## config.mk

```make
export PLATFORM = sky130hd
export DESIGN_NAME = cps_sdram_mux
export DESIGN_NICKNAME = d
export VERILOG_FILES = /design/src/sdram_map_pkg.sv /design/src/sdram_slot_pkg.sv /design/src/slot_arbiter.sv /design/src/sdram_sequencer.sv /design/src/slot_return.sv /design/src/cps_sdram_mux.sv
export SDC_FILE = /design/constraint.sdc
export NUM_CORES = 1
export LEC_CHECK = 0
export CORE_MARGIN = 4
export CORE_UTILIZATION = 56
export CTS_BUF_LIST = sky130_fd_sc_hd__clkbuf_16
export DETAILED_ROUTE_END_ITERATION = 7
export DONT_BUFFER_PORTS = 1
export HOLD_SLACK_MARGIN = 0.06
export PLACE_DENSITY_LB_ADDON = 0.25
export SYNTH_ARGS = -nofsm -noshare
export SYNTH_HDL_FRONTEND = slang
export SYNTH_HIERARCHICAL = 1
export SYNTH_SLANG_ARGS = --single-unit
```

## constraint.sdc

```tcl
create_clock -name clk -period 4.05 [get_ports clk]
set_input_delay 0.2025 -clock clk [delete_from_list [all_inputs] [get_ports clk]]
set_output_delay 0.2025 -clock clk [all_outputs]
set_load 0.05 [all_outputs]
```

## src/sdram_map_pkg.sv

```systemverilog
// SDRAM memory map: word address width, region offsets, bank codes and slot address widths
package sdram_map_pkg;

    // SDRAM addresses count 16-bit words
    localparam int SDRAM_AW = 22;

    // Region offsets inside each bank
    localparam logic [SDRAM_AW-1:0] ROM_OFFSET   = 22'h00_0000;  // Main CPU code, bank 1
    localparam logic [SDRAM_AW-1:0] RAM_OFFSET   = 22'h20_0000;  // Work RAM, bank 0
    localparam logic [SDRAM_AW-1:0] VRAM_OFFSET  = 22'h30_0000;  // Video RAM, bank 0
    localparam logic [SDRAM_AW-1:0] GFX_OFFSET   = 22'h00_0000;  // Tiles and sprites, bank 2
    localparam logic [SDRAM_AW-1:0] SOUND_OFFSET = 22'h00_0000;  // Sound CPU code, bank 0

    // Bank codes
    localparam logic [1:0] BANK_ROM = 2'd1;
    localparam logic [1:0] BANK_GFX = 2'd2;
    localparam logic [1:0] BANK_SND = 2'd0;    // Main RAM lives here too

    // Client address widths, each in the client's own unit
    localparam int ROM_AW = 21;    // 16-bit words
    localparam int RAM_AW = 17;    // 16-bit words, RAM and VRAM share it
    localparam int GFX_AW = 20;    // 32-bit words
    localparam int SND_AW = 19;    // Bytes

endpackage

```

## src/sdram_slot_pkg.sv

```systemverilog
// Slot format: slot count, slot identifiers and the 32-bit read word union
package sdram_slot_pkg;

    localparam int SLOT_N = 4;

    typedef logic [1:0] slot_id_t;

    // Slot numbers double as priority, lowest wins
    localparam slot_id_t SLOT_ROM = 2'd0;
    localparam slot_id_t SLOT_RAM = 2'd1;
    localparam slot_id_t SLOT_GFX = 2'd2;
    localparam slot_id_t SLOT_SND = 2'd3;

    // One SDRAM read seen as a word, two halves or four bytes
    // Half 0 and byte 0 sit at the low end
    typedef union packed {
        logic [31:0]      word;
        logic [1:0][15:0] halves;
        logic [3:0][7:0]  bytes;
    } rd_word_u;

endpackage

```

## src/slot_arbiter.sv

```systemverilog
`timescale 1ns/1ps
// Decode stage: fixed-priority slot arbiter with address scaling, bank, rnw and mask forming
module slot_arbiter (
    input  logic                               clk,
    input  logic                               rst_n,
    input  logic                               rom_cs,
    input  logic [sdram_map_pkg::ROM_AW-1:0]   rom_addr,
    input  logic                               ram_cs,
    input  logic [sdram_map_pkg::RAM_AW-1:0]   ram_addr,
    input  logic                               ram_wr,
    input  logic [15:0]                        ram_din,
    input  logic [1:0]                         ram_dsn,
    input  logic                               vram_sel,
    input  logic                               gfx_cs,
    input  logic [sdram_map_pkg::GFX_AW-1:0]   gfx_addr,
    input  logic                               snd_cs,
    input  logic [sdram_map_pkg::SND_AW-1:0]   snd_addr,
    input  logic                               busy,
    input  logic [sdram_slot_pkg::SLOT_N-1:0]  ok_vec,
    output logic                               grant_valid,
    output sdram_slot_pkg::slot_id_t           grant_slot,
    output logic [sdram_map_pkg::SDRAM_AW-1:0] grant_addr,
    output logic [1:0]                         grant_bank,
    output logic                               grant_rnw,
    output logic [1:0]                         grant_wrmask,
    output logic [15:0]                        grant_din,
    output logic                               grant_byte
);
    import sdram_map_pkg::*;
    import sdram_slot_pkg::*;

    logic [SLOT_N-1:0]   cs_vec;
    logic [SLOT_N-1:0]   pending;
    logic                any_pending;
    slot_id_t            sel;
    logic [SDRAM_AW-1:0] nxt_addr;
    logic [1:0]          nxt_bank;
    logic                nxt_rnw;
    logic [1:0]          nxt_mask;
    logic                nxt_byte;

    assign cs_vec = {snd_cs, gfx_cs, ram_cs, rom_cs};

    // A grant in flight to the sequencer counts as busy
    assign pending = cs_vec & ~ok_vec & {SLOT_N{~busy & ~grant_valid}};

    always_comb begin
        any_pending = 1'b0;
        sel         = SLOT_ROM;
        for (int i = SLOT_N - 1; i >= 0; i--) begin   // Scan down so the lowest wins
            if (pending[i]) begin
                any_pending = 1'b1;
                sel         = slot_id_t'(i);
            end
        end
    end

    // Request fields of the winner, ROM values by default
    always_comb begin
        nxt_addr = ROM_OFFSET + SDRAM_AW'(rom_addr);
        nxt_bank = BANK_ROM;
        nxt_rnw  = 1'b1;
        nxt_mask = 2'b11;
        nxt_byte = 1'b0;
        case (sel)
            SLOT_RAM: begin
                nxt_addr = (vram_sel ? VRAM_OFFSET : RAM_OFFSET) + SDRAM_AW'(ram_addr);
                nxt_bank = BANK_SND;
                nxt_rnw  = ~ram_wr;
                nxt_mask = ram_wr ? ram_dsn : 2'b11;   // dsn is active low like the mask
            end
            SLOT_GFX: begin
                nxt_addr = GFX_OFFSET + SDRAM_AW'({gfx_addr, 1'b0}); // Two words per access
                nxt_bank = BANK_GFX;
            end
            SLOT_SND: begin
                // Byte address, the low bit picks the byte on return
                nxt_addr = SOUND_OFFSET + SDRAM_AW'(snd_addr[SND_AW-1:1]);
                nxt_bank = BANK_SND;
                nxt_byte = snd_addr[0];
            end
            default: ;
        endcase
    end

    always_ff @(posedge clk or negedge rst_n) begin
        if (!rst_n) begin
            grant_valid <= 1'b0;
        end else begin
            grant_valid <= any_pending;   // One-cycle pulse, pending masks itself
        end
    end

    always_ff @(posedge clk) begin
        if (any_pending) begin
            grant_slot   <= sel;
            grant_addr   <= nxt_addr;
            grant_bank   <= nxt_bank;
            grant_rnw    <= nxt_rnw;
            grant_wrmask <= nxt_mask;
            grant_din    <= ram_din;
            grant_byte   <= nxt_byte;
        end
    end

    // The sequencer must be free by the time a grant reaches it
    a_grant_idle: assert property (@(posedge clk) disable iff (!rst_n)
        grant_valid |-> !busy)
        else $error("Grant issued while the sequencer is busy");

endmodule

```

## src/sdram_sequencer.sv

```systemverilog
`timescale 1ns/1ps
// Execute stage: FSM running the four-phase request and ack handshake with the SDRAM controller
module sdram_sequencer (
    input  logic                               clk,
    input  logic                               rst_n,
    input  logic                               grant_valid,
    input  sdram_slot_pkg::slot_id_t           grant_slot,
    input  logic [sdram_map_pkg::SDRAM_AW-1:0] grant_addr,
    input  logic [1:0]                         grant_bank,
    input  logic                               grant_rnw,
    input  logic [1:0]                         grant_wrmask,
    input  logic [15:0]                        grant_din,
    input  logic                               grant_byte,
    input  logic                               sdram_ack,
    input  logic [31:0]                        data_read,
    output logic                               busy,
    output logic                               sdram_req,
    output logic [sdram_map_pkg::SDRAM_AW-1:0] sdram_addr,
    output logic [1:0]                         sdram_bank,
    output logic                               sdram_rnw,
    output logic [1:0]                         sdram_wrmask,
    output logic [15:0]                        data_write,
    output logic                               done,
    output sdram_slot_pkg::slot_id_t           done_slot,
    output logic                               done_byte,
    output sdram_slot_pkg::rd_word_u           rd_data
);
    import sdram_slot_pkg::*;

    typedef enum logic [1:0] {
        ST_IDLE,
        ST_REQ,    // req high, waiting for ack
        ST_REL     // req low, waiting for ack to drop
    } state_t;

    state_t state;

    // Covers the done cycle too so the slot is not granted again before its ok
    assign busy = (state != ST_IDLE) || done;

    always_ff @(posedge clk or negedge rst_n) begin
        if (!rst_n) begin
            state     <= ST_IDLE;
            sdram_req <= 1'b0;
            done      <= 1'b0;
        end else begin
            done <= 1'b0;
            case (state)
                ST_IDLE: begin
                    if (grant_valid) begin
                        state     <= ST_REQ;
                        sdram_req <= 1'b1;
                    end
                end
                ST_REQ: begin
                    if (sdram_ack) begin
                        state     <= ST_REL;
                        sdram_req <= 1'b0;
                    end
                end
                ST_REL: begin
                    if (!sdram_ack) begin
                        state <= ST_IDLE;
                        done  <= 1'b1;
                    end
                end
                default: state <= ST_IDLE;
            endcase
        end
    end

    // Request fields stay put from grant until the next grant
    always_ff @(posedge clk) begin
        if (state == ST_IDLE && grant_valid) begin
            sdram_addr   <= grant_addr;
            sdram_bank   <= grant_bank;
            sdram_rnw    <= grant_rnw;
            sdram_wrmask <= grant_wrmask;
            data_write   <= grant_din;
            done_slot    <= grant_slot;
            done_byte    <= grant_byte;
        end
        if (state == ST_REQ && sdram_ack) begin
            rd_data <= rd_word_u'(data_read);   // Valid only on the ack cycle
        end
    end

    a_req_hold: assert property (@(posedge clk) disable iff (!rst_n)
        sdram_req && !sdram_ack |=> sdram_req)
        else $error("sdram_req dropped before ack");

    a_req_after_ack: assert property (@(posedge clk) disable iff (!rst_n)
        $rose(sdram_req) |-> !sdram_ack)
        else $error("sdram_req raised while ack is still high");

endmodule

```

## src/slot_return.sv

```systemverilog
`timescale 1ns/1ps
// Result stage: routes captured read data to the slot outputs and keeps the ok flags
module slot_return (
    input  logic                              clk,
    input  logic                              rst_n,
    input  logic                              done,
    input  sdram_slot_pkg::slot_id_t          done_slot,
    input  logic                              done_byte,
    input  sdram_slot_pkg::rd_word_u          rd_data,
    input  logic                              rom_cs,
    input  logic                              ram_cs,
    input  logic                              gfx_cs,
    input  logic                              snd_cs,
    output logic [sdram_slot_pkg::SLOT_N-1:0] ok_vec,
    output logic [15:0]                       rom_dout,
    output logic [15:0]                       ram_dout,
    output logic [31:0]                       gfx_dout,
    output logic [7:0]                        snd_dout,
    output logic                              rom_ok,
    output logic                              ram_ok,
    output logic                              gfx_ok,
    output logic                              snd_ok
);
    import sdram_slot_pkg::*;

    logic [SLOT_N-1:0] cs_vec;
    logic [SLOT_N-1:0] hit;

    assign cs_vec = {snd_cs, gfx_cs, ram_cs, rom_cs};
    assign hit    = done ? (SLOT_N'(1) << done_slot) : '0;   // One-hot finished slot

    assign {snd_ok, gfx_ok, ram_ok, rom_ok} = ok_vec;

    // Set on completion, held while cs stays high
    always_ff @(posedge clk or negedge rst_n) begin
        if (!rst_n) begin
            ok_vec <= '0;
        end else begin
            ok_vec <= (ok_vec | hit) & cs_vec;
        end
    end

    // Each output only changes when its own slot completes
    always_ff @(posedge clk) begin
        if (done) begin
            case (done_slot)
                SLOT_ROM: rom_dout <= rd_data.halves[0];
                SLOT_RAM: ram_dout <= rd_data.halves[0];
                SLOT_GFX: gfx_dout <= rd_data.word;
                SLOT_SND: snd_dout <= done_byte ? rd_data.bytes[1] : rd_data.bytes[0];
            endcase
        end
    end

    // The client holds cs until ok, so a completion never finds it low
    for (genvar i = 0; i < SLOT_N; i++) begin : g_ok_chk
        a_done_cs: assert property (@(posedge clk) disable iff (!rst_n)
            hit[i] |-> cs_vec[i])
            else $error("Slot %0d completed while its cs is low", i);
    end

endmodule

```

## src/cps_sdram_mux.sv

```systemverilog
`timescale 1ns/1ps
// Four-slot SDRAM access multiplexer top: arbiter, sequencer and return stages
module cps_sdram_mux (
    input  logic                               clk,
    input  logic                               rst_n,
    // Main CPU ROM
    input  logic                               rom_cs,
    input  logic [sdram_map_pkg::ROM_AW-1:0]   rom_addr,
    output logic                               rom_ok,
    output logic [15:0]                        rom_dout,
    // Main RAM and VRAM
    input  logic                               ram_cs,
    input  logic [sdram_map_pkg::RAM_AW-1:0]   ram_addr,
    input  logic                               ram_wr,
    input  logic [15:0]                        ram_din,
    input  logic [1:0]                         ram_dsn,
    input  logic                               vram_sel,
    output logic                               ram_ok,
    output logic [15:0]                        ram_dout,
    // Graphics ROM
    input  logic                               gfx_cs,
    input  logic [sdram_map_pkg::GFX_AW-1:0]   gfx_addr,
    output logic                               gfx_ok,
    output logic [31:0]                        gfx_dout,
    // Sound CPU ROM
    input  logic                               snd_cs,
    input  logic [sdram_map_pkg::SND_AW-1:0]   snd_addr,
    output logic                               snd_ok,
    output logic [7:0]                         snd_dout,
    // SDRAM controller
    output logic                               sdram_req,
    input  logic                               sdram_ack,
    output logic [sdram_map_pkg::SDRAM_AW-1:0] sdram_addr,
    output logic [1:0]                         sdram_bank,
    output logic                               sdram_rnw,
    output logic [1:0]                         sdram_wrmask,
    output logic [15:0]                        data_write,
    input  logic [31:0]                        data_read
);
    import sdram_map_pkg::*;
    import sdram_slot_pkg::*;

    // Arbiter to sequencer
    logic                grant_valid;
    slot_id_t            grant_slot;
    logic [SDRAM_AW-1:0] grant_addr;
    logic [1:0]          grant_bank;
    logic                grant_rnw;
    logic [1:0]          grant_wrmask;
    logic [15:0]         grant_din;
    logic                grant_byte;
    logic                busy;

    // Sequencer to return stage
    logic                done;
    slot_id_t            done_slot;
    logic                done_byte;
    rd_word_u            rd_data;

    logic [SLOT_N-1:0]   ok_vec;   // Fed back so finished slots are not granted again

    // Port names match the wires one to one
    slot_arbiter u_arbiter (.*);

    sdram_sequencer u_sequencer (.*);

    slot_return u_return (.*);

endmodule

```

==> summary.md <==
| Metric | Value |
|---|---|
| Max H-tree Level | 1 |
| Count of final setup violators | 0 |
| Layout cell share with drive strength beyond 1 | 17.8% |
| Layout area overhead | 23.4% |
| Largest fanout on the critical path | 40 |
| Most frequent cells in the layout | 196 x edfxtp_1, 99 x dlygate4sd3_1, 37 x nand2_1 |
| DR WL/cell | 22.4 um |
| Ys flop type | edfxtp_1 |
| Top cells by area, synth | edfxtp_1 80%, dfrtp_1 3.1%, a22oi_2 2.0% |
| Required time of the critical path | 4.38 ns |
| Clk_skew | 0.00718 ns |
| Max_cap viols | 0 |
| Fraction of registers with async set/reset | 4.39% |
| Run status | complete, no violations |
| PwrDens | 785 mW/mm2 |
| Final WS setup | 0.924 ns |
| Worst path arrival time | 3.46 ns |
| Leading cell type in the layout, fill and taps excluded | edfxtp_1 |
| Nets | 610 |
| Peak Freq | 320 MHz |
| Top cell type's share of synthesized area | 79.9% |
| Crit Path Category | flip-flop to flip-flop |
| EDFF count, synth | 196 |
| Post-route minimum period | 3.13 ns |
| Cell taking the most area after synthesis | edfxtp_1 |
| GP Congestion | 0.732 |
| Post-Synthesis Net Count | 503 |
| CP Launch Type | flip-flop |
| I/O pins | 256 |
| Slew @ Worst Pin | 1.10 ns |
| Hold WC Path Type | primary input to flip-flop |
| Non-filler cells, final | 661 |
| Dpl cells | 525 |
| Crit path capture type | flip-flop |
| Sequential area share after synthesis | 83.0% |
| GRT Residual Overflow | 0 |
| CTS tree | yes |
| Sink Count | 205 |
| Worst-path clk slew | 0.06 ns |
| Hold Startpoint | ram_addr[0] |
| Post-detail-place hpwl | 9010 um |
| Hold path cells | 2 |
| Global-route wire length before repair | 21600 um |
| Row count | 41 |
| DR pass1 iterations | 4 |
| Endpoints failing hold | 0 |
| Mapped Area | 0.00737 mm2 |
| Largest net degree at the start of global routing | 48 |
| LEAKAGE | 3.16 nW |
| Cells after synthesis | 367 |
| Period Utilization, post-route | 77.2% |
| CTS max path bufs | 3 |
| Die width | 123 um |
| #FFs+latches synth | 205 |
| Post-synth cell types | 41 |
| Post-route ant nets | 0 |
| Drt drc | 0 |
| DP Worst Slack | 1.46 ns |
| VDD IR max | 0.515 mV |
| IO Port Bufs | 0 |
| Core box area | 0.0128 mm2 |
| Slew headroom | 26.4% |
| Iteration-0 DRC Markers | 208 |
| Syn. warnings | 6 |
| Hold slack final | 0.0758 ns |
| Syn_area_per_cell | 20.1 um2 |
| Via count | 3609 |
| Initial core utilization | 57.7% |
| Worst Reg-to-Reg Cells | 7 |
| WL final | 14800 um |
| Final Max Slew Viols | 0 |
| Total Die Area | 0.0151 mm2 |
| Vias per cell | 5.46 |
| Critical Path Source | u_sequencer/state[0] |
| Vias in the first global route | 3869 |
| Die Span Y | 123 um |
| Worst-Skew Late Latency | 0.47 ns |
| Gr usage total | 19.0% |
| Final core utilization | 71.1% |
| Initial antenna violation count | 0 |
| Crit Reg-Reg Startpoint | u_sequencer/state[0] |
| Final sum of negative setup slack | 0 ns |
| Clk root buf | clkbuf_16 |
| RSZ-0062 raised after global routing | false |
| Cts bufs inserted | 20 |
| Post-CTS setup buffer count | 0 |
per-layer routing:
metal  GRT usage (%)  wire length [um]
met1            22.4              5400
met5               0                 0
met4            6.09               342
met2            33.9              7950
met3            4.93              1090
synth_stat cells (all sizes together) (3+ instances only):
| master | count |
|---|---|
| nand3 | 3 |
| a21oi | 35 |
| o21ai | 5 |
| nand2 | 39 |
| and3 | 3 |
| mux2i | 4 |
| o21a | 4 |
| mux2 | 8 |
| nor2 | 6 |
| dfrtp | 9 |
| buf | 17 |
| inv | 6 |
| edfxtp | 196 |
| a22oi | 16 |
final timing paths:
| kind | to | slack [ns] |
|---|---|---|
| setup / recovery | u_arbiter/grant_addr[12] | 0.92 |
| setup reg to reg | u_arbiter/grant_addr[12] | 0.92 |
| max in group asynchronous | u_sequencer/sdram_req | 3.66 |
| hold reg to reg | u_sequencer/sdram_wrmask[1] | 0.42 |
| hold / removal | u_arbiter/grant_addr[0] | 0.08 |
| min in group asynchronous | u_return/ok_vec[3] | 0.10 |
cell type report:
cell class	count	area, um2
fillers	744	3690
inverters	6	30.0
clock buffers	21	526
clock inverters	15	120
repair buffers	102	1010
multi-input cells	139	1070
flip-flops and latches	205	6110
diodes	1	2.50
well taps	172	215
where the power goes:
group	switching [mW]	internal, mW
sequential	0.926	3.18
clock	0.714	1.06
combinational	0.745	0.503
total	2.38	4.75
state kept, by name (all words and copies together) (netlist names), 4 cells and up:
register,flops
u_sequencer/data_write,16
u_arbiter/grant_din,16
u_arbiter/grant_addr,22
u_sequencer/sdram_addr,22
u_return/snd_dout,8
u_return/ok_vec,4
u_return/ram_dout,16
u_return/gfx_dout,32
u_sequencer/rd_data,32
u_return/rom_dout,16
through the flow:
step                      cell area (um2)  total power [mW]
after global placement               7450              5.09
final                                9090              7.13
after CTS                            9080              7.17
after global routing                 9080              7.43
after floorplan                      7370              4.93
after detailed placement             7450              5.16
critical path: stages (launching register included):
cell and delay, ns:
dfrtp_1 0.48, or3_1 0.48, nor3_4 0.23, nand2_4 0.27, inv_4 0.52, a21oi_1 0.18, a22oi_2 0.21, dlygate4sd3_1 0.58
kinds of logic after synthesis:
group | count (synthesis) | synth area share [%]
muxes | 12 | 2.17
AOI/OAI and AO/OA | 63 | 6.96
and+or+nand+nor | 63 | 5.08
xor gates and xnor gates | 1 | 0.119
buffers and inverters | 23 | 2.70
DFF | 205 | 83.0
timing repair:
action	CTS	global route
endpoints found under the setup margin	0	0
hold endpoints to repair	90	0
gates resized for setup	0	0
hold buffers	99	0
Power figures use the tool's default switching activity.
